`config.mk`:
```
export PLATFORM = sky130hd
export DESIGN_NAME = reg_file
export DESIGN_NICKNAME = d
export VERILOG_FILES = /design/src/reg_file.sv
export SDC_FILE = /design/constraint.sdc
export NUM_CORES = 2
export LEC_CHECK = 0
export BUFFER_PORTS_ARGS = -buffer_cell sky130_fd_sc_hd__buf_2
export CAP_MARGIN = 20
export CORE_MARGIN = 4
export CORE_UTILIZATION = 50
export CTS_BUF_LIST = sky130_fd_sc_hd__clkbuf_4 sky130_fd_sc_hd__clkbuf_8
export DETAILED_ROUTE_END_ITERATION = 6
export PLACE_DENSITY = 0.78
export SYNTH_ARGS = -nofsm -noshare
export SYNTH_HDL_FRONTEND = slang
export SYNTH_SLANG_ARGS = --single-unit
```
`constraint.sdc`:
```
create_clock -name clk -period 4.65 [get_ports clk]
set_input_delay 0.465 -clock clk [delete_from_list [all_inputs] [get_ports clk]]
set_output_delay 0.465 -clock clk [all_outputs]
set_load 0.005 [all_outputs]
```
`src/reg_file.sv`:
```
`default_nettype none

module reg_file (
    input  logic        clk,
    input  logic        rst_n,
    input  logic [4:0]  rs1,
    input  logic [4:0]  rs2,
    input  logic [4:0]  rd,
    input  logic [31:0] rd_value,
    input  logic        wen,
    output logic [31:0] rs1_value,
    output logic [31:0] rs2_value,
    output logic [31:0] a0_value
);

    logic [31:0] regs [1:31]; // x0 has no storage

    always_ff @(posedge clk) begin
        if (!rst_n) begin
            for (int i = 1; i < 32; i++) begin
                regs[i] <= '0;
            end
        end else if (wen && rd != 5'd0) begin
            regs[rd] <= rd_value;
        end
    end

    assign rs1_value = (rs1 == 5'd0) ? 32'd0 : regs[rs1];
    assign rs2_value = (rs2 == 5'd0) ? 32'd0 : regs[rs2];
    assign a0_value  = regs[10];

    // A register written at one edge reads back through port 1 at the next
    write_readback: assert property (@(posedge clk) disable iff (!rst_n)
        wen && rd != 5'd0 |=> rs1 != $past(rd) || rs1_value == $past(rd_value))
        else $error("register write did not read back");

endmodule

`default_nettype wire

```
Word level (Yosys, flattened, before mapping)

Memory sizes are Yosys's and may differ from the RTL's.
Cells that the tools add are included.

Reduce and logical (&&, ||, !) cells: 5
Multiplexer cells: 9

Operator list:

| operator            | number |
|---|---|
| two-way mux 32 bit  | 3 |
| OR reduction 32 bit | 1 |
| logical NOT 5 bit   | 2 |
| two-way mux 1 bit   | 5 |
| two-way mux 5 bit   | 1 |
| nonzero test 5 bit  | 1 |
| logical AND 1 bit   | 1 |

Memory bits (writable): 992
Bits in registers: 0
Output and inout bits: 96
Memories: 1

Memory list:

| name | words | width | rd ports | clocked after memory_dff | wr ports | line | source |
|---|---|---|---|---|---|---|---|
| regs | 31    | 32    | 3        | 0                        | 31       | 16   | `logic [31:0] regs [1:31];` |

Longest topological paths before layout

Depth in word-level cells: 7
Gate-level depth with buffers: 9

Least setup slack after synthesis

OpenSTA, ideal clock, no wires.

Path type: input to register
From: input port rd[1]
To: memory regs[12][0] (enable)
Setup time: 0.466 ns
Stages on the path: 3
Path slack: 0.777 ns
Data arrival time: 3.407 ns
Cells stage by stage: or3_1 -> clkbuf_1 -> o21ai_0

RTL lines:

| element         | line | source |
|---|---|---|
| start, declared | 8    | `input logic [4:0] rd,` |
| end, declared   | 16   |  |

Final worst setup path

From: input port rs2[3]
To: output port rs2_value[18]

Longest elaborated chain between the ends: 2
Elaborated cells between the ends (all ways): 3

RTL lines:

| element                                                   | line | source |
|---|---|---|
| start, declared                                           | 7    | `input logic [4:0] rs2,` |
| memory (31 x 32 bit) or logical NOT 5 bit (tied branches) | n/a  |  |
| two-way mux 32 bit *                                      | 29   | `assign rs2_value = (rs2 == 5'd0) ? 32'd0 : regs[rs2];` |
| end, declared                                             | 12   | `output logic [31:0] rs2_value,` |

Every way passes the cells marked *; elsewhere a longest branch is shown, timed or not.

==> metrics.md <==
| Metric | Value |
|---|---|
| Most common cell after layout, fill and taps aside | edfxtp_1 |
| Async SR Flop Fraction | 0% |
| CTS tree | done |
| Num CTS Buffers | 161 |
| Starting Density | 50.7% |
| CTS resizes | 0 |
| RSZ-0062 raised after global routing | false |
| Final worst path period need | 3.87 ns |
| CP Capture Type | primary output |
| HP Class | input pin to flip-flop |
| Critical Path RT | 4.18 ns |
| Mean area per synthesized cell | 14.5 um2 |
| WL/cell | 33.1 um |
| Routed Wire Length | 179000 um |
| Fin crit share | 83.3% |
| Fmax | 258 MHz |
| Largest net degree at the start of global routing | 69 |
| Overflow after GRT | 0 |
| H-Tree Depth | 4 |
| Peak supply drop | 0.290 mV |
| Status | finished, final reports clean |
| HPWL after DPL | 110000 um |
| Final Hold Slack | 0.147 ns |
| Flops & latches, synth | 1024 |
| Reg with most FFs | regs |
| Initial antenna violation count | 17 |
| Std-Cell Rows | 120 |
| Number of flops mapped to enable cells by yosys | 1024 |
| Via/cell ratio | 6.83 |
| Post-synth cell types | 44 |
| MaxCap Viol Count | 0 |
| Crit. path cell count | 7 |
| Clk slew on worst S/H paths | 0.06 ns |
| # nets final | 3931 |
| DIE AREA | 115000 um2 |
| Largest register FFs | 1024 |
| Hold-fix buffer count after cts | 0 |
| First-pass GRT wire length | 256000 um |
| 1st-iter DRT viols | 5521 |
| Final Hold Vio Count | 0 |
| Post-Layout Cell Count | 5408 |
| Cell count after placement | 5118 |
| Startpoint types | input pin |
| Sink Count | 1024 |
| Setup TNS Final | 0 ns |
| Top-Level Pins | 146 |
| DRC viols | 0 |
| Critical Path End | rs2_value[18] |
| CP delay by family, top | simple AND/OR/NAND/NOR gates |
| Final ANT Viol Nets | 0 |
| Synth area leaders | edfxtp_1 56%, mux4_2 15%, and2_1 11% |
| CP Cell Sequence | buf_2 -> and2_2 -> buf_4 -> a22o_1 -> a2111oi_1 -> nor3_1 -> buf_2 |
| Overall routing resource usage | 30.6% |
| Root Driver | clkbuf_8 |
| Post-route design area | 60500 um2 |
| Primary FF master, synth | edfxtp_1 |
| Critical path class | input pin to primary output |
| Seq/Total Area, Yosys | 56.3% |
| Buf/Inv on CP | 3 |
| Vias | 36923 |
| Synthesized cell area | 54600 um2 |
| P_leak | 0.0214 uW |
| Layout cells sized above 1 | 26.0% |
| Core Area | 108000 um2 |
| Most used cell, CP | buf_2 |
| Most frequent cells in the layout | 1024 x edfxtp_1, 994 x and2_1, 356 x mux4_2, 322 x mux2i_1, 167 x buf_4 |
| Chip width | 338 um |
| Synth top area share | 56.3% |
| Worst Max-Slew Pin Slew | 1.19 ns |
| FILL cells | 8332 |
| Post-CTS setup buffers | 0 |
| Cell Area, Placed | 57400 um2 |
| CP Launch Point | rs2[3] |
| DRT Pass-1 Iters | 6 |
| Max Fanout on Critical Path | 21 |
| Yosys warns | 0 |
| Slowest CP cell | and2_2 |
| Setup Viol. Count Final | 0 |
| Vias in the first global route | 36847 |
| Chip height | 338 um |
| Slowest stage delay, CP | 0.82 ns |
| Post-layout util | 56.1% |
| Cell Pwr Density | 348 nW/um2 |
| Clock Path Buffers | 3 |
| Post-synth top area cell | edfxtp_1 |
| CP arrival | 3.41 ns |
| Max-slew violations | 0 |
| Area Overhead vs Synth | 10.8% |
| Slew HR | 19.6% |
| Number of I/O port buffers | 145 |
| Synth Instances | 3769 |
| Biggest regs | regs (1024) |
| Routability cong. | 0.931 |
## through the flow
stage	worst slack, ns	total power [uW]
2_1_floorplan	0.777	12600
6_report	0.777	21000
4_1_cts	0.880	21000
5_1_grt	0.878	21600
3_3_place_gp	0.977	13700
3_5_place_dp	1.00	13700
## metal layers
layer	global-route usage (%)	share of wire, %	wire, um
met4	17.9	7.0	12500
met3	10.1	15	26600
met5	0	0.028	50
met1	38.5	33	59800
met2	46.8	45	79900
## report_power, final
group | switching, uW | leakage (uW) | internal [uW] | total (uW)
Clock | 3630 | 0.00157 | 3770 | 7390
Combinational | 1600 | 0.0101 | 1080 | 2680
Sequential | 293 | 0.00975 | 10700 | 11000
## cells in the mapped netlist, types with 2 or more instances
cell	instances
buf_1	9
nand2b_1	2
o21ai_1	11
a2111oi_0	23
mux2_2	34
nor2b_1	56
buf_2	48
nand3_1	4
or3b_2	3
nor4_1	33
mux2i_1	322
mux4_2	356
clkbuf_4	2
edfxtp_1	1024
a22oi_1	104
buf_4	24
clkbuf_1	309
and3_1	3
nor4b_1	2
nand3b_1	5
a211oi_1	47
nor3_1	26
buf_6	18
o21ai_0	56
a22o_1	51
or3_1	3
o22ai_1	51
nand4b_1	2
nor2_1	37
and2_1	995
a221o_1	2
a2111oi_1	32
a221oi_1	4
a21oi_1	56
nand2_1	6
## how the worst min path moves through the flow
stage / start / end / slack [ns] / depth (start not counted)
after floorplan: rd_value[0] / regs[0][0] / 0.56 / 0
after global placement: regs[10][25] / a0_value[25] / 0.96 / 1
after detailed placement: regs[10][25] / a0_value[25] / 0.96 / 1
after CTS: rd_value[17] / regs[0][17] / 0.08 / 1
after global routing: rd_value[19] / regs[0][19] / 0.13 / 1
final: rd_value[0] / regs[0][0] / 0.15 / 1
## kinds of logic (layout without fill, tap and decap cells)
logic type | after synthesis | count (layout) | share of synthesized area, %
other | 1 | 43 | 0.00687
flip-flops | 1024 | 1024 | 56.3
multiplexers | 712 | 712 | 21.3
AND/OR/NAND/NOR | 1182 | 1182 | 13.3
buffers and inverters | 412 | 606 | 3.37
AO/OA/AOI/OAI | 438 | 438 | 5.68
## cell type report
class	instances	area [um2]	share of cell area, %
diodes	11	27.5	0.0455
clock buffers	212	2620	4.33
clock inverters	64	367	0.606
inverters	1	3.75	0.00621
multi-input cells	2364	22600	37.4
flip-flops and latches	1024	30700	50.8
well taps	1403	1760	2.90
repair buffers	329	2330	3.85
No activity file was read; power rests on OpenSTA's default activity.
