--- config.mk ---
export PLATFORM = sky130hd
export DESIGN_NAME = alu
export DESIGN_NICKNAME = d
export VERILOG_FILES = /design/src/rv_pkg.sv /design/src/alu.sv
export SDC_FILE = /design/constraint.sdc
export NUM_CORES = 1
export LEC_CHECK = 0
export BUFFER_PORTS_ARGS = -buffer_cell sky130_fd_sc_hd__buf_4
export CAP_MARGIN = 20
export CORE_ASPECT_RATIO = 1.1
export CORE_MARGIN = 2
export CORE_UTILIZATION = 57
export DETAILED_ROUTE_END_ITERATION = 6
export PLACE_DENSITY = 0.76
export SYNTH_ARGS = -nofsm -noshare
export SYNTH_HDL_FRONTEND = slang
export SYNTH_SLANG_ARGS = --single-unit
--- constraint.sdc ---
create_clock -name vclk -period 8.8
set_input_delay 1.76 -clock vclk [all_inputs]
set_output_delay 1.76 -clock vclk [all_outputs]
set_load 0.05 [all_outputs]
--- src/rv_pkg.sv ---
`default_nettype none

package rv_pkg;

    localparam logic [31:0] reset_pc    = 32'h8000_0000;
    localparam int          dmem_words  = 256;
    localparam logic [31:0] ebreak_inst = 32'h0010_0073;

    // Major opcodes
    localparam logic [6:0] op_lui    = 7'b0110111;
    localparam logic [6:0] op_auipc  = 7'b0010111;
    localparam logic [6:0] op_jal    = 7'b1101111;
    localparam logic [6:0] op_jalr   = 7'b1100111;
    localparam logic [6:0] op_branch = 7'b1100011;
    localparam logic [6:0] op_load   = 7'b0000011;
    localparam logic [6:0] op_store  = 7'b0100011;
    localparam logic [6:0] op_imm    = 7'b0010011;
    localparam logic [6:0] op_reg    = 7'b0110011;

    // ALU operations
    localparam logic [3:0] alu_add    = 4'd0;
    localparam logic [3:0] alu_sub    = 4'd1;
    localparam logic [3:0] alu_sll    = 4'd2;
    localparam logic [3:0] alu_slt    = 4'd3;
    localparam logic [3:0] alu_sltu   = 4'd4;
    localparam logic [3:0] alu_xor    = 4'd5;
    localparam logic [3:0] alu_srl    = 4'd6;
    localparam logic [3:0] alu_sra    = 4'd7;
    localparam logic [3:0] alu_or     = 4'd8;
    localparam logic [3:0] alu_and    = 4'd9;
    localparam logic [3:0] alu_pass_b = 4'd10; // LUI

    typedef struct packed {
        logic [6:0] funct7;
        logic [4:0] rs2;
        logic [4:0] rs1;
        logic [2:0] funct3;
        logic [4:0] rd;
        logic [6:0] opcode;
    } r_fmt_t;

    typedef struct packed {
        logic [11:0] imm_11_0;
        logic [4:0]  rs1;
        logic [2:0]  funct3;
        logic [4:0]  rd;
        logic [6:0]  opcode;
    } i_fmt_t;

    typedef struct packed {
        logic [6:0] imm_11_5;
        logic [4:0] rs2;
        logic [4:0] rs1;
        logic [2:0] funct3;
        logic [4:0] imm_4_0;
        logic [6:0] opcode;
    } s_fmt_t;

    typedef struct packed {
        logic       imm_12;
        logic [5:0] imm_10_5;
        logic [4:0] rs2;
        logic [4:0] rs1;
        logic [2:0] funct3;
        logic [3:0] imm_4_1;
        logic       imm_11;
        logic [6:0] opcode;
    } b_fmt_t;

    typedef struct packed {
        logic [19:0] imm_31_12;
        logic [4:0]  rd;
        logic [6:0]  opcode;
    } u_fmt_t;

    typedef struct packed {
        logic       imm_20;
        logic [9:0] imm_10_1;
        logic       imm_11;
        logic [7:0] imm_19_12;
        logic [4:0] rd;
        logic [6:0] opcode;
    } j_fmt_t;

    // Same 32 bits, one view per encoding format
    typedef union packed {
        r_fmt_t r_view;
        i_fmt_t i_view;
        s_fmt_t s_view;
        b_fmt_t b_view;
        u_fmt_t u_view;
        j_fmt_t j_view;
    } inst_u;

endpackage

`default_nettype wire

--- src/alu.sv ---
`default_nettype none

module alu (
    input  logic [31:0] a,
    input  logic [31:0] b,
    input  logic [3:0]  alu_op,
    input  logic [2:0]  funct3,
    input  logic        is_branch,
    output logic [31:0] result,
    output logic        branch_taken
);
    import rv_pkg::*;

    logic eq;
    logic lt;
    logic ltu;

    assign eq  = (a == b);
    assign lt  = ($signed(a) < $signed(b));
    assign ltu = (a < b);

    always_comb begin
        case (alu_op)
            alu_add:    result = a + b;
            alu_sub:    result = a - b;
            alu_sll:    result = a << b[4:0];
            alu_slt:    result = {31'd0, lt};
            alu_sltu:   result = {31'd0, ltu};
            alu_xor:    result = a ^ b;
            alu_srl:    result = a >> b[4:0];
            alu_sra:    result = $signed(a) >>> b[4:0];
            alu_or:     result = a | b;
            alu_and:    result = a & b;
            alu_pass_b: result = b;
            default:    result = '0;
        endcase
    end

    // Branch condition straight from funct3
    always_comb begin
        branch_taken = 1'b0;
        if (is_branch) begin
            case (funct3)
                3'b000:  branch_taken = eq;
                3'b001:  branch_taken = !eq;
                3'b100:  branch_taken = lt;
                3'b101:  branch_taken = !lt;
                3'b110:  branch_taken = ltu;
                3'b111:  branch_taken = !ltu;
                default: branch_taken = 1'b0;
            endcase
        end
    end

endmodule

`default_nettype wire

* Word-level counts from Yosys, hierarchy flattened
Index checks and enable logic that the tools add are counted.
** Operators by class
- Bitwise logic cells :: 3
- $lt $le $gt $ge :: 2
- Reduce and logical (&&, ||, !) cells :: 5
- Add/subtract/negate cells :: 2
- Shift-type cells :: 3
- Equal/unequal tests :: 16
- Muxes and demuxes :: 3
** Operators by type and width (number)
- 32-bit one-hot mux with 11 select lines :: 1
- 32-bit < comparator :: 2
- 32-bit adder :: 1
- 32-bit AND :: 1
- 32-bit equality test :: 1
- 32-bit OR :: 1
- 32-bit by 5-bit << shifter with 32-bit output :: 1
- 32-bit by 5-bit >> shifter with 32-bit output :: 1
- 32-bit by 5-bit >>> shifter with 32-bit output :: 1
- 32-bit subtractor :: 1
- 32-bit bitwise XOR :: 1
- 4-bit by 3-bit equality test with 1-bit output (second input constant) :: 4
- 3-bit equality test (second input constant) :: 4
- 4-bit equality test (second input constant) :: 3
- 4-bit by 2-bit equality test with 1-bit output (second input constant) :: 2
- 1-bit one-hot mux with 6 select lines :: 1
- 4-bit by 1-bit equality test with 1-bit output (second input constant) :: 1
- 4-bit logical NOT :: 1
- 3-bit by 1-bit equality test with 1-bit output (second input constant) :: 1
- 1-bit logical NOT :: 3
- 3-bit logical NOT :: 1
- 1-bit two-way mux :: 1
** Word-level totals
- Word-level logic and storage cells :: 34
- Register bits after elaboration :: 0

* Logic depth before layout (Yosys ltp)
Gate-level depths: netlist (run 1).
- Depth in word-level cells :: 4
- Depth in mapped cells :: 14

* Worst setup path after synthesis (run 1)
No wires, ideal clock.
- Path type :: input-to-output
- Start :: in b[3]
- End :: out result[0]
- Path buffers :: 4
- Arrival :: 6052 ps
- Path slack :: 988 ps
- Cell stages on the path :: 14
- Cell sequence :: clkbuf_1 > inv_1 > clkbuf_1 > buf_1 > clkbuf_1 > ha_1 > nor2_1 > nand4_1 > o211ai_1 > nand4_1 > nand3_1 > a31oi_1 > o21ai_0 > o311ai_0
** Between the ends
- Word-level cells in the longest chain between the ends :: 2
- Elaborated cells on any way between the ends :: 6
- Those cells by class :: 2 x order compare; 3 x shift; 1 x mux
** Ends and longest elaborated chain
- from (decl) :: RTL line alu.sv:5 : input logic [31:0] b,
- 32-bit < comparator, or another cell as far along :: RTL line alu.sv:20 : assign ltu = (a < b);
- 32-bit one-hot mux with 11 select lines (*) :: RTL line alu.sv:23 : case (alu_op)
- to (decl) :: RTL line alu.sv:9 : output logic [31:0] result,
Every way passes the cells marked *; elsewhere a longest branch is shown, timed or not.

* Final worst setup path (run 1)
- Start :: in b[1]
- End :: out result[21]
** Between the ends
- Word-level cells in the longest chain between the ends :: 2
- Elaborated cells on any way between the ends :: 6
- Those cells by class :: 2 x add/sub; 3 x shift; 1 x mux
** Ends and longest elaborated chain
- 32-bit subtractor, or another cell as far along :: RTL line alu.sv:25 : alu_sub: result = a - b;
- 32-bit one-hot mux with 11 select lines (*) :: RTL line alu.sv:23
Marked as above.

==> results of run 1 <==
synthesized netlist by cell type (25+ instances only):
library cell  instances
o21ai_0              86
a21oi_1             109
mux4_2               26
a211oi_1             25
inv_1                97
mux2i_1              62
nand2_1             134
nor2_1              166
buf_2                31
o211ai_1             32
nor3_1               34
ha_1                 99
nand3_1              34
clkbuf_1             62
metrics by stage:
stage	instances	utilization	worst slack (ns)	cell area, um2	hold slack (ns)
after floorplan	1418	-	0.9882	9493	3.943
after global placement	1633	0.6265	1.667	10220	3.947
after detailed placement	1633	0.6265	1.574	10220	3.950
after CTS	1633	0.6265	1.586	10220	3.951
after global routing	1633	0.6265	1.167	10220	3.982
final	1634	0.6267	1.351	10220	3.952
cell type report:
| class | instances | share of cell area |
|---|---|---|
| inverter | 100 | 0.03673 |
| timing repair buffer | 121 | 0.08888 |
| tap | 204 | 0.02498 |
| antenna | 1 | 0.0002449 |
| multi-input combinational | 1208 | 0.8492 |
worst min path at each step:
stage                            to  cells after the start  start  slack (ns)
after floorplan           result[8]                      2   b[8]        3.94
after global placement    result[8]                      4   b[8]        3.95
after detailed placement  result[8]                      4   b[8]        3.95
after CTS                 result[8]                      4   b[8]        3.95
after global routing      result[7]                      4   b[7]        3.98
final                     result[8]                      4   b[8]        3.95
layer usage:
layer	track usage	up-vias
li1	-	5419
met1	0.6565	5750
met2	0.7292	1113
met3	0.1038	276
met4	0.2620	2
met5	0	-
worst max-delay path: stages:
cell and delay (ns):
buf_4 0.55, inv_1 0.28, ha_1 0.45, o21bai_1 0.10
o211ai_1 0.33, a21oi_1 0.15, o41ai_2 0.60, a21oi_1 0.32
a31oi_1 0.38, a221oi_1 0.17, o221ai_1 0.28, buf_4 0.26
logic make-up after synthesis:
family | count (synthesis)
AOI/OAI and AO/OA | 522
xor gates and xnor gates | 4
adders and majority gates | 101
buffers and inverters | 210
muxes | 110
and+or+nand+nor | 471
placed cells by master, fill, tap and decap left out, types with 21 or more instances in the layout:
cell type,instances
nor2_1,166
nand2_1,134
buf_4,121
a21oi_1,109
ha_1,99
inv_1,96
o21ai_0,86
mux2i_1,62
nor3_1,34
nand3_1,34
o211ai_1,32
mux4_2,26
a211oi_1,25
a221oi_1,24
mux2_2,22
o22ai_1,22
a21o_1,21
==> summary.md, run 1 <==
| Metric | Value |
|---|---|
| Setup TNS | `0 ns` |
| Register Area | `0 um2` |
| RD Place Congestion | `1.095` |
| Largest family of logic cells by synthesized area | `compound AO/OA/AOI/OAI gates` |
| Nets@finish | `1604` |
| CP Launch Type | `primary input` |
| Final ANT Viol Nets | `0` |
| Outcome | `finished clean` |
| Syn. warnings | `0` |
| CP Data Arrival Time | `5.69 ns` |
| Buffers inserted by post-CTS timing repair | `0` |
| Met3 Wirelength | `6.606 mm` |
| Max_slew headroom | `0.2844` |
| WL met1 | `16.42 mm` |
| Post-synth top area share | `0.1305` |
| Final setup violation count | `0` |
| Max Clock Freq | `134.3 MHz` |
| Total die area | `17700 um2` |
| Worst setup EP type | `output pin` |
| Die width | `127.0 um` |
| Multiplexer share of the synthesized area | `0.1532` |
| Max Used Layer | `met5` |
| First-pass GRT wire length | `68.03 mm` |
| Via density | `7.687` |
| FFs & Latches | `0` |
| Setup crit end | `result[21]` |
| Synth Area in Simple Gates | `0.2304` |
| Largest net degree at the start of global routing | `75` |
| Number of I/O port buffers | `105` |
| Mapped Nets | `1591` |
| Final Hold Viols | `0` |
| Post-Route WL | `45.18 mm` |
| Crit path launch | `b[1]` |
| Post-synthesis xor/xnor area fraction | `0.003691` |
| Main area contributors after synthesis | `ha_1, nor2_1, mux2i_1` |
| CP Max Fanout | `60` |
| Avg Cell Area, Syn | `6.695 um2` |
| Starting Density | `0.5821` |
| Critical Path RT | `7.04 ns` |
| Multi-input logic area | `8678 um2` |
| Vias in the first global route | `11400` |
| Path category of the worst min-delay check | `in -> out` |
| RSZ-0062 raised after global routing | `false` |
| Netlist cell types | `88` |
| Routed vias | `12560` |
| Tcrit/Tclk final | `0.8464` |
| Site Rows | `49` |
| Core area | `16310 um2` |
| Slew of the pin with the lowest slew margin | `1.065 ns` |
| Max Slew Vio Count | `0` |
| Clock buffer count | `0` |
| DR pass1 iterations | `6` |
| Max-cap violations | `0` |
| DR WL/cell | `27.65 um` |
| Worst Setup Path Type | `in -> out` |
| Chip height | `139.4 um` |
| Cell area after synthesis | `9493 um2` |
| Layout cells sized above 1 | `0.1449` |
| Adder-cell share of the synthesized area | `0.1347` |
| CTS resizes | `0` |
| Compound-Gate Fraction of Synth Area | `0.3868` |
| # DRC | `0` |
| Area Overhead vs Synth | `7.658%` |
| Routed length on met2 | `18.77 mm` |
| Cts hold-fix bufs | `0` |
| Initial detailed-routing violation count | `2197` |
| GRT Overall Usage | `0.4885` |
| Dpl hpwl | `34.69 mm` |
| GRT overflow | `0` |
| Post-Syn Instances | `1418` |
| Cell taking the most area after synthesis | `ha_1` |
| Seq/Total Area, Yosys | `0` |
| Boundary pin count | `105` |
| Antenna violations before repair | `3` |
| # fillers | `1555` |
| Final Critical Period | `7.449 ns` |
==> inputs of run 2 (changes only) <==
--- a/config.mk
+++ b/config.mk
@@ -5,13 +5,14 @@
 export SDC_FILE = /design/constraint.sdc
 export NUM_CORES = 1
 export LEC_CHECK = 0
+export ABC_AREA = 1
 export BUFFER_PORTS_ARGS = -buffer_cell sky130_fd_sc_hd__buf_4
 export CAP_MARGIN = 20
 export CORE_ASPECT_RATIO = 1.1
 export CORE_MARGIN = 2
 export CORE_UTILIZATION = 57
 export DETAILED_ROUTE_END_ITERATION = 6
-export PLACE_DENSITY = 0.76
+export PLACE_DENSITY = 0.79
 export SYNTH_ARGS = -nofsm -noshare
 export SYNTH_HDL_FRONTEND = slang
 export SYNTH_SLANG_ARGS = --single-unit
==> constraint.sdc (replaced) <==
create_clock -name vclk -period 6.4
set_input_delay 1.28 -clock vclk [all_inputs]
set_output_delay 1.28 -clock vclk [all_outputs]
set_load 0.05 [all_outputs]
==> run 2 against run 1 <==
Against the previous run:
- the run now ends with design-rule violations left
- via count rose by 15%
- final cell count rose by 33%
- highest routed layer is now met4
- synthesized cell count rose by 37%
- sequential cell count did not move
- synthesized area rose by 2.1%
==> summary.md, run 2 <==
| Metric | Value |
|---|---|
| Outcome | `complete, but fails checks (was finished clean)` |
| Failing checks | `design-rule violations` |
| Max Clock Freq | `185.5 MHz` |
| Setup TNS | `0 ns (unchanged)` |
| Post-Route WL | `48.37 mm (was 45.18 mm)` |
| Layout cells sized above 1 | `0.08819 (was 0.1449)` |
| Total die area | `18070 um2 (was 17700 um2)` |
| Final setup violation count | `0 (unchanged)` |
| Via density | `6.606 (was 7.687)` |
| Die width | `128.3 um (was 127.0 um)` |
| Most frequent cells in the layout | `nand2_1, nand3_1, inv_1 (was nor2_1, nand2_1, buf_4)` |
| # DRC | `2 (was 0)` |
| Hold_ws | `2.963 ns (was 3.952 ns)` |
| Starting Density | `0.5761 (was 0.5821)` |
| Most common cell in the synthesized netlist | `nand2_1 (was nor2_1)` |
| Netlist cell types | `47 (was 88)` |
| GRT Overall Usage | `0.5136 (was 0.4885)` |
| First-pass GRT wire length | `71.83 mm (was 68.03 mm)` |
| Avg Cell Area, Syn | `4.994 um2 (was 6.695 um2)` |
| Buffers inserted by post-CTS timing repair | `0 (unchanged)` |
| Main area contributors after synthesis | `nand2_1, ha_1, nand3_1 (was ha_1, nor2_1, mux2i_1)` |
| Static leakage | `0.005509 uW` |
| Worst Setup Path Type | `in -> out (unchanged)` |
| Boundary pin count | `105 (unchanged)` |
| Post-Syn Instances | `1941 (was 1418)` |
| GRT overflow | `0 (unchanged)` |
| FFs & Latches | `0 (unchanged)` |
| Vias in the first global route | `12920 (was 11400)` |
| Seq/Total Area, Yosys | `0 (unchanged)` |
| Post-synth top area share | `0.2358 (was 0.1305)` |
| Final Hold Viols | `0 (unchanged)` |
| Chip height | `140.8 um (was 139.4 um)` |
| Max Slew Vio Count | `0 (unchanged)` |
| Mapped Nets | `2114 (was 1591)` |
| Final Critical Period | `5.391 ns` |
| Crit-path max cell delay | `0.53 ns (was 0.60 ns)` |
| Pwr/cell area | `100.5 nW/um2` |
| RSZ-0062 raised after global routing | `false (unchanged)` |
| VDD IR max | `0.00006349 V` |
| Max-cap violations | `0 (unchanged)` |
| Critical path, cell by cell | `buf_4 -> buf_4 -> o21ai_1 -> or2_1 -> nand3_1 -> nand2_1 -> nand2_1 -> nand2_1 -> nand2_1 -> nand3_1 -> a21oi_1 -> nand2_1 -> buf_4 (was buf_4 -> inv_1 -> ha_1 -> o21bai_1 -> o211ai_1 -> a21oi_1 -> o41ai_2 -> a21oi_1 -> a31oi_1 -> a221oi_1 -> o221ai_1 -> buf_4)` |
| Setup slack at placement | `1.243 ns (was 1.574 ns)` |
| Antenna cells | `0 (was 1)` |
| Hold_sp | `is_branch (was b[8])` |
| Antenna violations before repair | `0 (was 3)` |
| Initial detailed-routing violation count | `2961 (was 2197)` |
| Worst setup EP type | `output pin (unchanged)` |
| Tcrit/Tclk final | `0.8424` |
| Layout Utilization | `0.6176 (was 0.6267)` |
| # fillers | `1857 (was 1555)` |
| Nets@finish | `2148 (was 1604)` |
| Clock buffer count | `0 (unchanged)` |
| CP Data Arrival Time | `4.11 ns (was 5.69 ns)` |
| Final ANT Viol Nets | `0 (unchanged)` |
| Worst path most repeated cell | `nand2_1` |
| Most common cell after layout, fill and taps aside | `nand2_1 (was nor2_1)` |
| Number of I/O port buffers | `105 (unchanged)` |
| Slew of the pin with the lowest slew margin | `0.8604 ns (was 1.065 ns)` |
| CP Max Fanout | `64 (was 60)` |
| Hold path cells | `4 (unchanged)` |
| Critical Path RT | `5.12 ns (was 7.04 ns)` |
| Path category of the worst min-delay check | `in -> out (unchanged)` |
| RD Place Congestion | `1.108 (was 1.095)` |
| Syn. warnings | `0 (unchanged)` |
| Core area | `16830 um2 (was 16310 um2)` |
| DR pass1 iterations | `7 (was 6)` |
| CP Launch Type | `primary input (unchanged)` |
| Max_slew headroom | `0.4243 (was 0.2844)` |
| Worst hold endpoint | `branch_taken (was result[8])` |
| Fin worst setup slack | `1.009 ns (was 1.351 ns)` |
| Routed vias | `14410 (was 12560)` |
| Register Area | `0 um2 (unchanged)` |
| Dpl hpwl | `38.94 mm (was 34.69 mm)` |
| Site Rows | `50 (was 49)` |
| Cell area after synthesis | `9694 um2 (was 9493 um2)` |
| Cell taking the most area after synthesis | `nand2_1 (was ha_1)` |
| Most common library cells after synthesis | `nand2_1, nand3_1, inv_1 (was nor2_1, nand2_1, a21oi_1)` |
| Area Overhead vs Synth | `7.215% (was 7.658%)` |
| CTS resizes | `0 (unchanged)` |
| CP max stage cell | `buf_4 (was o41ai_2)` |
| Cts hold-fix bufs | `0 (unchanged)` |
| DR WL/cell | `22.18 um (was 27.65 um)` |
| Largest net degree at the start of global routing | `78 (was 75)` |
run 2: cell count changes in the layout (fill, tap and decap cells not counted), sizes merged, moves of 22 or more:
cell,change
mux4,-26
nand2,+484
nand3,+211
inv,+130
mux2i,-57
o21ai,+71
a211oi,-22
mux2,-22
run 2: worst max-delay path: cells and delay by family:
family	cells	cell delay, ns
AO/OA/AOI/OAI	2	0.61
buffers and inverters	3	0.92
AND/OR/NAND/NOR	8	1.26
run 2: final cells by class:
type / count / area, um2 / area share
tap: 208 / 260.3 / 0.02504
timing repair buffer: 122 / 915.9 / 0.08812
inverter: 229 / 859.6 / 0.08270
multi-input combinational: 1622 / 8358 / 0.8041
run 2: logic make-up after synthesis:
kind of cell               share of synthesized area
and+or+nand+nor                               0.4840
AOI/OAI and AO/OA                             0.2411
buffers and inverters                         0.1378
adders and majority gates                     0.1319
muxes                                       0.005163
run 2: power breakdown:
part           internal, uW  switching [uW]  leakage [uW]
Clock                     0               0             0
Combinational           292             753       0.00551
Sequential                0               0             0
run 2: stage by stage:
stage          cells  total power [uW]  instance area [um2]
3_5_place_dp    2181             986.9                10390
5_1_grt         2181              1105                10390
6_report        2181              1045                10390
4_1_cts         2181             990.9                10390
3_3_place_gp    2181             980.0                10390
2_1_floorplan   1941             668.7                 9694
run 2: worst max-delay path by stage:
stage          start            to  slack [ns]  cells past startpoint
2_1_floorplan   b[3]  branch_taken        1.29                     16
3_3_place_gp    b[2]    result[29]        1.26                     13
3_5_place_dp    b[2]    result[29]        1.24                     13
4_1_cts         b[2]    result[29]        1.23                     13
5_1_grt         b[0]    result[27]        0.89                     12
6_report        b[0]     result[5]        1.01                     13
run 2: metal layers:
layer  track usage  routed length [um]  vias up
met5             0                   0        -
met4        0.3407                4417        0
met3        0.1268                7498      325
met2        0.7828               20030     1284
met1        0.6374               16420     6312
li1              -                   -     6486
No activity file was read; power rests on OpenSTA's default activity.
