<file path="config.mk">
export PLATFORM = sky130hd
export DESIGN_NAME = inst_decoder
export DESIGN_NICKNAME = d
export VERILOG_FILES = /design/src/rv_pkg.sv /design/src/inst_decoder.sv
export SDC_FILE = /design/constraint.sdc
export NUM_CORES = 1
export LEC_CHECK = 0
export BUFFER_PORTS_ARGS = -buffer_cell sky130_fd_sc_hd__buf_2
export CAP_MARGIN = 20
export CORE_MARGIN = 2
export CORE_UTILIZATION = 39
export DETAILED_ROUTE_END_ITERATION = 16
export PLACE_DENSITY = 0.86
export SYNTH_ARGS = -nofsm -noshare
export SYNTH_HDL_FRONTEND = slang
export SYNTH_SLANG_ARGS = --single-unit
</file>
<file path="constraint.sdc">
create_clock -name vclk -period 1.2
set_clock_uncertainty 0.15 [all_clocks]
set_input_delay 0 -clock vclk [all_inputs]
set_output_delay 0 -clock vclk [all_outputs]
set_load 0.01 [all_outputs]
</file>
<file path="src/rv_pkg.sv">
`default_nettype none

package rv_pkg;

    localparam logic [31:0] reset_pc    = 32'h8000_0000;
    localparam int          dmem_words  = 256;
    localparam logic [31:0] ebreak_inst = 32'h0010_0073;

    // Major opcodes
    localparam logic [6:0] op_lui    = 7'b0110111;
    localparam logic [6:0] op_auipc  = 7'b0010111;
    localparam logic [6:0] op_jal    = 7'b1101111;
    localparam logic [6:0] op_jalr   = 7'b1100111;
    localparam logic [6:0] op_branch = 7'b1100011;
    localparam logic [6:0] op_load   = 7'b0000011;
    localparam logic [6:0] op_store  = 7'b0100011;
    localparam logic [6:0] op_imm    = 7'b0010011;
    localparam logic [6:0] op_reg    = 7'b0110011;

    // ALU operations
    localparam logic [3:0] alu_add    = 4'd0;
    localparam logic [3:0] alu_sub    = 4'd1;
    localparam logic [3:0] alu_sll    = 4'd2;
    localparam logic [3:0] alu_slt    = 4'd3;
    localparam logic [3:0] alu_sltu   = 4'd4;
    localparam logic [3:0] alu_xor    = 4'd5;
    localparam logic [3:0] alu_srl    = 4'd6;
    localparam logic [3:0] alu_sra    = 4'd7;
    localparam logic [3:0] alu_or     = 4'd8;
    localparam logic [3:0] alu_and    = 4'd9;
    localparam logic [3:0] alu_pass_b = 4'd10; // LUI

    typedef struct packed {
        logic [6:0] funct7;
        logic [4:0] rs2;
        logic [4:0] rs1;
        logic [2:0] funct3;
        logic [4:0] rd;
        logic [6:0] opcode;
    } r_fmt_t;

    typedef struct packed {
        logic [11:0] imm_11_0;
        logic [4:0]  rs1;
        logic [2:0]  funct3;
        logic [4:0]  rd;
        logic [6:0]  opcode;
    } i_fmt_t;

    typedef struct packed {
        logic [6:0] imm_11_5;
        logic [4:0] rs2;
        logic [4:0] rs1;
        logic [2:0] funct3;
        logic [4:0] imm_4_0;
        logic [6:0] opcode;
    } s_fmt_t;

    typedef struct packed {
        logic       imm_12;
        logic [5:0] imm_10_5;
        logic [4:0] rs2;
        logic [4:0] rs1;
        logic [2:0] funct3;
        logic [3:0] imm_4_1;
        logic       imm_11;
        logic [6:0] opcode;
    } b_fmt_t;

    typedef struct packed {
        logic [19:0] imm_31_12;
        logic [4:0]  rd;
        logic [6:0]  opcode;
    } u_fmt_t;

    typedef struct packed {
        logic       imm_20;
        logic [9:0] imm_10_1;
        logic       imm_11;
        logic [7:0] imm_19_12;
        logic [4:0] rd;
        logic [6:0] opcode;
    } j_fmt_t;

    // Same 32 bits, one view per encoding format
    typedef union packed {
        r_fmt_t r_view;
        i_fmt_t i_view;
        s_fmt_t s_view;
        b_fmt_t b_view;
        u_fmt_t u_view;
        j_fmt_t j_view;
    } inst_u;

endpackage

`default_nettype wire

</file>
<file path="src/inst_decoder.sv">
`default_nettype none

module inst_decoder (
    input  rv_pkg::inst_u inst,
    output logic [4:0]    rs1,
    output logic [4:0]    rs2,
    output logic [4:0]    rd,
    output logic [31:0]   imm,
    output logic [2:0]    funct3,
    output logic [3:0]    alu_op,
    output logic          src_a_pc,
    output logic          src_b_imm,
    output logic          reg_wen,
    output logic          mem_wen,
    output logic          mem_ren,
    output logic          is_jump,
    output logic          is_branch,
    output logic          is_ebreak
);
    import rv_pkg::*;

    logic [6:0] opcode;
    logic       alt;

    function automatic logic [3:0] alu_from_funct(input logic [2:0] f3, input logic sub_sra);
        logic [3:0] op;
        case (f3)
            3'b000:  op = sub_sra ? alu_sub : alu_add;
            3'b001:  op = alu_sll;
            3'b010:  op = alu_slt;
            3'b011:  op = alu_sltu;
            3'b100:  op = alu_xor;
            3'b101:  op = sub_sra ? alu_sra : alu_srl;
            3'b110:  op = alu_or;
            default: op = alu_and;
        endcase
        return op;
    endfunction

    assign opcode    = inst.r_view.opcode;
    assign rs1       = inst.r_view.rs1;
    assign rs2       = inst.r_view.rs2;
    assign rd        = inst.r_view.rd;
    assign funct3    = inst.r_view.funct3;
    assign alt       = inst.r_view.funct7[5];
    assign is_ebreak = (inst == ebreak_inst);

    always_comb begin
        imm       = '0;
        alu_op    = alu_add;
        src_a_pc  = 1'b0;
        src_b_imm = 1'b0;
        reg_wen   = 1'b0;
        mem_wen   = 1'b0;
        mem_ren   = 1'b0;
        is_jump   = 1'b0;
        is_branch = 1'b0;
        case (opcode)
            op_lui: begin
                imm       = {inst.u_view.imm_31_12, 12'h000};
                alu_op    = alu_pass_b;
                src_b_imm = 1'b1;
                reg_wen   = 1'b1;
            end
            op_auipc: begin
                imm       = {inst.u_view.imm_31_12, 12'h000};
                src_a_pc  = 1'b1;
                src_b_imm = 1'b1;
                reg_wen   = 1'b1;
            end
            op_jal: begin
                imm = {{11{inst.j_view.imm_20}}, inst.j_view.imm_20, inst.j_view.imm_19_12,
                       inst.j_view.imm_11, inst.j_view.imm_10_1, 1'b0};
                src_a_pc  = 1'b1; // Target is pc + imm
                src_b_imm = 1'b1;
                reg_wen   = 1'b1;
                is_jump   = 1'b1;
            end
            op_jalr: begin
                imm       = {{20{inst.i_view.imm_11_0[11]}}, inst.i_view.imm_11_0};
                src_b_imm = 1'b1;
                reg_wen   = 1'b1;
                is_jump   = 1'b1;
            end
            op_branch: begin
                imm = {{19{inst.b_view.imm_12}}, inst.b_view.imm_12, inst.b_view.imm_11,
                       inst.b_view.imm_10_5, inst.b_view.imm_4_1, 1'b0};
                case (funct3[2:1])
                    2'b10:   alu_op = alu_slt;
                    2'b11:   alu_op = alu_sltu;
                    default: alu_op = alu_sub; // BEQ/BNE
                endcase
                is_branch = 1'b1;
            end
            op_load: begin
                imm       = {{20{inst.i_view.imm_11_0[11]}}, inst.i_view.imm_11_0};
                src_b_imm = 1'b1;
                reg_wen   = 1'b1;
                mem_ren   = 1'b1;
            end
            op_store: begin
                imm       = {{20{inst.s_view.imm_11_5[6]}}, inst.s_view.imm_11_5,
                             inst.s_view.imm_4_0};
                src_b_imm = 1'b1;
                mem_wen   = 1'b1;
            end
            op_imm: begin
                imm       = {{20{inst.i_view.imm_11_0[11]}}, inst.i_view.imm_11_0};
                alu_op    = alu_from_funct(funct3, (funct3 == 3'b101) && alt); // Only SRAI
                src_b_imm = 1'b1;
                reg_wen   = 1'b1;
            end
            op_reg: begin
                alu_op  = alu_from_funct(funct3, alt);
                reg_wen = 1'b1;
            end
            default: ; // No-op
        endcase
    end

endmodule

`default_nettype wire

</file>
Yosys cells after proc, flatten, opt, wreduce, memory -nomap -nowiden
Cells that the tools add are included.
{ "op_classes": {"n_eq_ne": 18, "muxes": 16, "n_reduce_logical": 8} }
{ "ops": {"columns": ["cell", "n"], "rows": [
  ["32-bit case mux with 5 select lines", 1],
  ["4-bit case mux with 7 select lines", 2],
  ["32-bit by 21-bit == test with 1-bit output, second input constant", 1],
  ["7-bit by 6-bit == test with 1-bit output, second input constant", 3],
  ["7-bit == test, second input constant", 3],
  ["4-bit case mux with 4 select lines", 1],
  ["7-bit by 5-bit == test with 1-bit output, second input constant", 2],
  ["7-bit OR reduction", 2],
  ["1-bit 2-to-1 mux", 11],
  ["3-bit == test, second input constant", 3],
  ["7-bit by 2-bit == test with 1-bit output, second input constant", 1],
  ["3-bit by 2-bit == test with 1-bit output, second input constant", 2],
  ["3-bit case mux with 2 select lines", 1],
  ["2-bit OR reduction", 3],
  ["2-bit == test, second input constant", 2],
  ["3-bit by 1-bit == test with 1-bit output, second input constant", 1],
  ["3-bit zero test", 1],
  ["3-bit OR reduction", 1],
  ["1-bit logical AND", 1]
]} }
{ "totals": {"regBits": 0, "output_inout_bits": 62} }

Depth between registers and ports, before layout
Gate-level depths: netlist of run 1.
{ "logic_depth": {"depth_word": 5, "ltp_mapped": 6, "mapped_depth_nobuf": 4} }

Least setup slack after synthesis of run 1
No wires, ideal clock.
{ "synth_timing": {"kind": "input to output", "from": "input inst[6] in the netlist's numbering", "to": "output imm[0]", "arrival_ps": 1033, "required_ps": 1050, "setup_slack_ps": 17, "stages": 5, "cell_sequence": "buf_6 -> nor2_1 -> nand3_1 -> nor3_1 -> a32o_1"} }
{ "synth_via": {"elab_chain_cells": 3, "elab_cells_between_ends": 11, "classes_between": "eq/ne (8); mux (1); reduce/logical (2)"} }
{ "synth_lines": {"columns": ["element", "line", "rtl"], "rows": [
  ["start: declaration", "inst_decoder.sv:4", "input rv_pkg::inst_u inst,"],
  ["7-bit by 5-bit == test with 1-bit output (tied with other cells)", "inst_decoder.sv:58", "case (opcode)"],
  ["3-bit OR reduction (no line) / 2-bit OR reduction (equally long branches)", null, null],
  ["32-bit case mux with 5 select lines (*)", "inst_decoder.sv:58", null],
  ["end: declaration", "inst_decoder.sv:8", "output logic [31:0] imm,"]
]} }
Every way passes the cells marked *; elsewhere a longest branch is shown, timed or not.

Worst setup path after layout of run 1
{ "layout_timing": {"from": "input inst[5] in the netlist's numbering", "to": "output imm[11]"} }
The elaborated chain is that of the path after synthesis.

==> results of run 1 <==
[layout by cell type, fill, tap and decap left out, types with 2 or more instances in the layout]
cell type	Yosys	final
a21o_1	9	9
buf_6	1	27
nand2b_1	2	2
inv_1	2	2
a21oi_1	5	3
nand3_1	2	2
buf_8	1	2
and2_4	1	8
nand4_1	3	3
o21ai_0	5	4
nor2_1	8	6
a21o_4	0	5
buf_2	3	70
nor3_2	1	2
nor3_1	3	2
a31oi_1	3	3
nor4_1	5	5
nand3b_1	2	2
nand2_1	6	5
a21oi_2	0	2
buf_4	18	24
a22o_1	5	5
a21o_2	11	6
[cell type report]
cell class                 instances  area share
timing repair buffer             124      0.4906
multi-input combinational        101      0.4844
inverter                           2    0.004164
tap                               30     0.02082
[report_power, final]
part           total, W  internal [W]  leakage, nW  switching, W
Combinational  0.000459      0.000223         1.02      0.000236
Clock                 0             0            0             0
Sequential            0             0            0             0
[worst max-delay path by stage]
stage,start,end
3_5_place_dp,inst[2],alu_op[1]
5_1_grt,inst[5],imm[11]
2_1_floorplan,inst[6],imm[0]
3_3_place_gp,inst[2],alu_op[1]
6_report,inst[5],imm[11]
4_1_cts,inst[2],alu_op[1]
[stage by stage]
step / hold slack (ns) / TNS [ns] / total power (W) / cell area [µm²] / instances
floorplan: -0.05823 / 0 / 0.0002093 / 964.7 / 129
global placement: 0.06332 / -0.3573 / 0.0003653 / 1461 / 251
detailed placement: 0.06687 / -0.8321 / 0.0003689 / 1461 / 251
CTS: 0.06689 / 0 / 0.0003874 / 1530 / 254
global route: 0.08126 / -1.395 / 0.0004875 / 1803 / 257
finish: 0.06556 / -0.3141 / 0.0004591 / 1803 / 257
[cells by family after synthesis]
family,after synthesis,share of synthesized area
AOI/OAI and AO/OA,48,0.3956
buffers and inverters,29,0.2270
muxes,1,0.01556
and+or+nand+nor,51,0.3619
[routing by layer]
metal,part of all wire,wire length [µm],track usage,vias up
met5,0,0,0,-
met4,0.033,144,0.02991,0
met3,0.082,357,0.01111,20
met2,0.50,2180,0.4512,92
met1,0.39,1698,0.2893,683
li1,-,-,-,680
[what timing repair did]
action                     4_1_cts  5_1_grt
buffers inserted                 2        2
pin swaps                        7       19
setup endpoints to repair       33       38
gates cloned                     1        1
gates resized for setup         13       55
hold buffers                     0        0
==> impl_metrics.env, run 1 <==
export IMPL_status="complete, but fails checks"
export IMPL_violations="negative setup slack"
export IMPL_area_growth_pct=86.90
export IMPL_worst_ep_required_time_ns=1.05
export IMPL_rsz0062_at_grt="true"
export IMPL_p_leak_nw=1.018
export IMPL_maxCapViolations=0
export IMPL_nFillCells=159
export IMPL_core_area_um2=2410
export IMPL_drc=0
export IMPL_dieArea_um2=2887
export IMPL_track_usage=0.2346
export IMPL_whs_path_depth=2
export IMPL_n_sequential_cell=0
export IMPL_synth_fp_nets=161
export IMPL_p_per_area_nw_per_um2=254.7
export IMPL_num_io_pins=94
export IMPL_diodes=0
export IMPL_overflow=0
export IMPL_dp_hpwl_mm=2.803
export IMPL_start_kind="primary input"
export IMPL_grt_pass1_vias=1190
export IMPL_min_delay_start="inst[17]"
export IMPL_synth_area_um2=964.7
export IMPL_crit_chain="buf_8 > buf_4 > o31ai_1 > nor2_1 > o21ai_1 > buf_2"
export IMPL_path_buf_inv=3
export IMPL_ant_nets=0
export IMPL_yosys_warnings=0
export IMPL_slowest_delay_ns=0.44
export IMPL_crit_type="primary input to primary output"
export IMPL_yosysSeqAreaShare=0
export IMPL_cpMaxStageDelayCell="o31ai_1"
export IMPL_antenna_found_initial=0
export IMPL_synth_area_per_cell_um2=7.478
export IMPL_yosysMostFrequentCell="buf_4"
export IMPL_synth_area_leaders="buf_4 (14%), a21o_2 (10%), a21o_1 (7.0%)"
export IMPL_hold_viol=0
export IMPL_yosysUniqueCellTypes=45
export IMPL_timing_final_crit_share=1.035
export IMPL_post_drt_wl_per_cell_um=17.04
export IMPL_hold_class="primary input to primary output"
export IMPL_drive_gt1_frac=0.7137
export IMPL_path_delay_family="compound AO/OA/AOI/OAI gates"
export IMPL_vdd_drop_max_mv=0.1919
export IMPL_multi_input_area_um2=873.3
export IMPL_rows=18
export IMPL_whs_endpoint="rs1[2]"
export IMPL_end_kind="primary output"
export IMPL_seq_area_um2=0
export IMPL_vias_per_cell=5.739
export IMPL_cp_depth=6
export IMPL_final_core_util=0.7482
export IMPL_synth_commonest_cells="buf_4 (18), a21o_2 (11), a21o_1 (9)"
export IMPL_synthCells=129
export IMPL_finalWorstSetupSlack_ns=-0.04251
export IMPL_via_count=1475
export IMPL_nets=261
export IMPL_routed_wl_mm=4.380
export IMPL_fmax_mhz=804.8
export IMPL_synth_top_area_cell="buf_4"
export IMPL_relSlewSlack=0.6980
export IMPL_drv_slew=0
export IMPL_tightest_slew_ns=0.4492
export IMPL_firstDrtPassIters=4
export IMPL_arrival_ns=1.09
export IMPL_grt_pass1_wl_mm=5.202
export IMPL_synth_top_cell_area_share=0.1401
export IMPL_place_gp_congestion=0.8989
export IMPL_grt_max_degree=13
export IMPL_io_buffers=94
export IMPL_setup_viol=17
export IMPL_drt_iter0_drc=29
export IMPL_worstPathMaxFanout=7
export IMPL_dp_slack_ns=-0.06178
export IMPL_fin_crit_ns=1.243
export IMPL_die_w_um=53.74
export IMPL_start_util=0.4003
export IMPL_clkbuf_count=0
export IMPL_die_h_um=53.74
(Power assumes the default switching activity.)
==> inputs of run 2 (changes only) <==
- ABC_AREA: unset -> 1
- PLACE_DENSITY: 0.86 -> 0.85
==> run 2 against run 1 <==
The run now ends clean. Cell area decreased by 8.6%. Largest power group unchanged. Combinational power is 16% lower. Worst hold slack got worse by 0.00056 ns. Highest routed layer is now met3.
==> impl_metrics.env, run 2 <==
export IMPL_routed_wl_mm=3.683
export IMPL_timing_final_crit_share=0.9667
export IMPL_tightest_slew_ns=0.2408
export IMPL_hold_viol=0
export IMPL_met3_usage=0.008197
export IMPL_yosysMostFrequentCell="nand2_1"
export IMPL_drc=0
export IMPL_via_count=1610
export IMPL_yosysUniqueCellTypes=20
export IMPL_seq_area_um2=0
export IMPL_die_w_um=54.25
export IMPL_diodes=0
export IMPL_worstPathMaxFanout=4
export IMPL_rows=18
export IMPL_fin_crit_ns=1.160
export IMPL_p_per_area_nw_per_um2=233.9
export IMPL_maxCapViolations=0
export IMPL_synth_area_leaders="nand2_1 (36%), buf_4 (14%), nand3_1 (12%)"
export IMPL_post_drt_wl_per_cell_um=11.16
export IMPL_vias_per_cell=4.879
export IMPL_synth_fp_nets=240
export IMPL_use_met1=0.2533
export IMPL_rsz0062_at_grt="true"
export IMPL_core_area_um2=2432
export IMPL_p_leak_nw=1.148
export IMPL_finalWorstSetupSlack_ns=0.03996
export IMPL_layout_commonest_cell="buf_2"
export IMPL_dp_hpwl_mm=2.817
export IMPL_crit_type="primary input to primary output"
export IMPL_multi_input_area_um2=857.1
export IMPL_post_place_cells=326
export IMPL_ant_nets=0
export IMPL_synth_top_cell_area_share=0.3583
export IMPL_area_growth_pct=67.34
export IMPL_yosysSeqAreaShare=0
export IMPL_hold_buffers=0
export IMPL_num_io_pins=94
export IMPL_overflow=0
export IMPL_setup_viol=0
export IMPL_drive_gt1_frac=0.4867
export IMPL_worst_ep_required_time_ns=1.05
export IMPL_fmax_mhz=862.0
export IMPL_grt_pass1_vias=1195
export IMPL_clkbuf_count=0
export IMPL_grt_max_degree=13
export IMPL_synth_top_area_cell="nand2_1"
export IMPL_nFillCells=254
export IMPL_status="finished clean"
export IMPL_mostFrequentLayoutCells="buf_2 (87), nand2_1 (83), nor2_1 (24), nand3_1 (22), buf_4 (17)"
export IMPL_antenna_found_initial=0
export IMPL_yosys_warnings=0
export IMPL_start_util=0.4048
export IMPL_arrival_ns=1.01
export IMPL_dieArea_um2=2943
export IMPL_n_sequential_cell=0
export IMPL_relSlewSlack=0.8386
export IMPL_synth_area_um2=984.7
export IMPL_grt_pass1_wl_mm=4.678
export IMPL_drv_slew=0
export IMPL_synth_area_per_cell_um2=4.734
export IMPL_synth_commonest_cells="nand2_1 (94), nor2_1 (27), nand3_1 (23)"
export IMPL_nets=334
export IMPL_die_h_um=54.25
export IMPL_p_total_w=0.0003855
export IMPL_firstDrtPassIters=4
export IMPL_track_usage=0.2041
export IMPL_final_cells=330
export IMPL_drt_iter0_drc=49
export IMPL_end_kind="primary output"
export IMPL_place_gp_congestion=0.9802
export IMPL_top_usage_layer="met2"
export IMPL_dp_slack_ns=-0.005028
export IMPL_vdd_drop_max_mv=0.1578
export IMPL_hold_class="primary input to primary output"
export IMPL_use_met2=0.3976
export IMPL_start_kind="primary input"
export IMPL_synthCells=208
export IMPL_io_buffers=94
[run 2: final timing paths]
kind | from | end | cells after the start | slack (ns)
setup / recovery | inst[3] | alu_op[3] | 7 | 0.04
hold / removal | inst[17] | rs1[2] | 2 | 0.07
[run 2: where the power goes]
group          total, W  switching (W)  internal, W
combinational  0.000385       0.000228     0.000158
clock                 0              0            0
sequential            0              0            0
total          0.000385       0.000228     0.000158
[run 2: layout make-up]
class                           instances  share of cell area
Multi-Input combinational cell        167              0.5201
Timing Repair Buffer                  112              0.4017
Inverter                               21             0.05543
Tap cell                               30             0.02278
[run 2: timing repair]
action | 4_1_cts | 5_1_grt
pin swaps | 0 | 7
gates resized for setup | 2 | 41
gates cloned | 0 | 1
buffers inserted | 0 | 3
endpoints found under the setup margin | 1 | 36
[run 2: metal layers]
layer | up-vias | part of all wire
met5 | - | 0
met4 | 0 | 0
met3 | 0 | 0.074
met2 | 75 | 0.54
met1 | 719 | 0.39
li1 | 816 | -
[run 2: kinds of logic (layout without fill, tap and decap cells)]
kind of cell / count (synthesis) / in the layout / synth area share
and+or+nand+nor: 161 / 162 / 0.7357
buffers and inverters: 42 / 133 / 0.2389
AOI/OAI and AO/OA: 5 / 5 / 0.02541
[run 2: stage by stage]
step                cell area (µm²)    util  hold slack [ns]  setup TNS (ns)
finish                         1648  0.6775          0.06500               0
detailed placement             1449  0.5957          0.06612       -0.005028
global route                   1648  0.6775          0.07247         -0.1333
global placement               1449  0.5957          0.06575               0
floorplan                     984.7       -          -0.1025               0
CTS                            1459  0.5998          0.06613               0
[run 2: critical path, stage by stage]
cell,delay [ns]
buf_2,0.12
nor2_2,0.19
nand2_2,0.14
nor2_2,0.12
nand2_1,0.08
o21ai_0,0.18
buf_2,0.17
==> inputs of run 3 (changes only) <==
- CELL_PAD_IN_SITES_DETAIL_PLACEMENT: unset -> 2
- CELL_PAD_IN_SITES_GLOBAL_PLACEMENT: unset -> 2
- CORE_UTILIZATION: 39 -> 15
- PLACE_DENSITY: 0.85 -> unset
- PLACE_DENSITY_LB_ADDON: unset -> 0.1
==> run 3 against run 2 <==
Total power increased by 5.2%. Via count decreased by 0.93%. Cell count increased by 16%. Routed wire length increased by 36%. Largest power group unchanged.
==> impl_metrics.env, run 3 (synthesized netlist as in run 2, its figures left out) <==
export IMPL_grt_max_degree=13
export IMPL_arrival_ns=0.99
export IMPL_track_usage=0.1299
export IMPL_tightest_slew_ns=0.2113
export IMPL_crit_chain="buf_4 > inv_2 > nor2_4 > buf_4 > nand2_2 > nand3_4 > buf_12 > nand2_1 > inv_1 > buf_2"
export IMPL_p_leak_nw=1.198
export IMPL_fin_crit_ns=1.138
export IMPL_setup_viol=0
export IMPL_relSlewSlack=0.8586
export IMPL_worstPathMaxFanout=6
export IMPL_path_common_cell="buf_4"
export IMPL_hold_class="primary input to primary output"
export IMPL_multi_input_area_um2=845.8
export IMPL_drt_iter0_drc=20
export IMPL_diodes=0
export IMPL_final_core_util=0.2717
export IMPL_start_util=0.1551
export IMPL_post_drt_wl_per_cell_um=13.13
export IMPL_hold_viol=0
export IMPL_routed_wl_mm=5.014
export IMPL_seq_area_um2=0
export IMPL_firstDrtPassIters=3
export IMPL_rsz0062_at_grt="true"
export IMPL_rows=29
export IMPL_ant_nets=0
export IMPL_die_w_um=85.02
export IMPL_n_sequential_cell=0
export IMPL_io_buffers=94
export IMPL_cpMaxStageDelayCell="buf_12"
export IMPL_drc=0
export IMPL_via_count=1595
export IMPL_dieArea_um2=7228
export IMPL_start_kind="primary input"
export IMPL_overflow=0
export IMPL_end_kind="primary output"
export IMPL_nets=339
export IMPL_grt_pass1_wl_mm=7.893
export IMPL_drive_gt1_frac=0.4918
export IMPL_dp_slack_ns=-0.08351
export IMPL_core_area_um2=6350
export IMPL_die_h_um=85.02
export IMPL_clkbuf_count=0
export IMPL_grt_pass1_vias=1606
export IMPL_status="finished clean"
export IMPL_drv_slew=0
export IMPL_crit_type="primary input to primary output"
export IMPL_antenna_found_initial=0
export IMPL_slowest_delay_ns=0.15
export IMPL_p_per_area_nw_per_um2=235.1
export IMPL_fmax_mhz=878.6
export IMPL_layout_commonest_cell="buf_2"
export IMPL_whs_path_depth=2
export IMPL_area_growth_pct=75.22
export IMPL_finalWorstSetupSlack_ns=0.06187
export IMPL_worst_hold_slack_ns=0.06946
export IMPL_vias_per_cell=4.175
export IMPL_mostFrequentLayoutCells="buf_2 (90), nand2_1 (86), nor2_1 (24), nand3_1 (21), buf_4 (21)"
export IMPL_timing_final_crit_share=0.9484
export IMPL_place_gp_congestion=0.7145
export IMPL_hold_buffers=0
export IMPL_vdd_drop_max_mv=0.08618
export IMPL_dp_hpwl_mm=4.249
export IMPL_num_io_pins=94
export IMPL_maxCapViolations=0
export IMPL_worst_ep_required_time_ns=1.05
export IMPL_nFillCells=842
run 3: changes by cell type in the layout (fill, tap and decap cells not counted), moves of 3 or more:
cell,change
inv_4,+3
buf_4,+4
buf_6,-4
buf_2,+3
nand2_1,+3
nand2_2,-4
run 3: critical path, delay by kind of cell:
| family | cells | cell delay, ns |
|---|---|---|
| buffers and inverters | 6 | 0.69 |
| and+or+nand+nor | 4 | 0.29 |
run 3: layer usage:
metal  up-vias  share of wire  track usage
met5         -              0            0
met3         0          0.054     0.008755
met4         0              0            0
met1       723           0.45       0.1720
met2        51           0.50       0.2443
li1        821              -            -
run 3: final timing paths:
kind / startpoint / end / slack (ns)
worst max-delay path: inst[5] / imm[6] / 0.06
worst min-delay path: inst[16] / rs1[1] / 0.07
run 3: timing repair:
action	4_1_cts	5_1_grt
resized for setup	12	24
endpoints found under the hold margin	0	0
gates cloned	0	0
buffers inserted	0	5
endpoints found under the setup margin	16	36
pin swaps	1	7
run 3: final cells by class:
type,count,area share
multi-input combinational,166,0.4902
timing repair buffer,118,0.4039
tap,77,0.05584
inverter,21,0.05004
run 3: per-stage QoR:
step | cell area [µm²] | total power (W) | setup TNS [ns] | instances
detailed placement | 1550 | 0.0003638 | -0.7305 | 377
global route | 1725 | 0.0004481 | -0.1035 | 382
global placement | 1550 | 0.0003607 | -0.8208 | 377
finish | 1725 | 0.0004056 | 0 | 382
floorplan | 984.7 | 0.0001856 | 0 | 208
CTS | 1593 | 0.0003766 | 0 | 377
run 3: power by group:
part / total [W] / internal, W / switching (W)
Sequential: 0 / 0 / 0
Clock: 0 / 0 / 0
Combinational: 0.000406 / 0.000166 / 0.000239
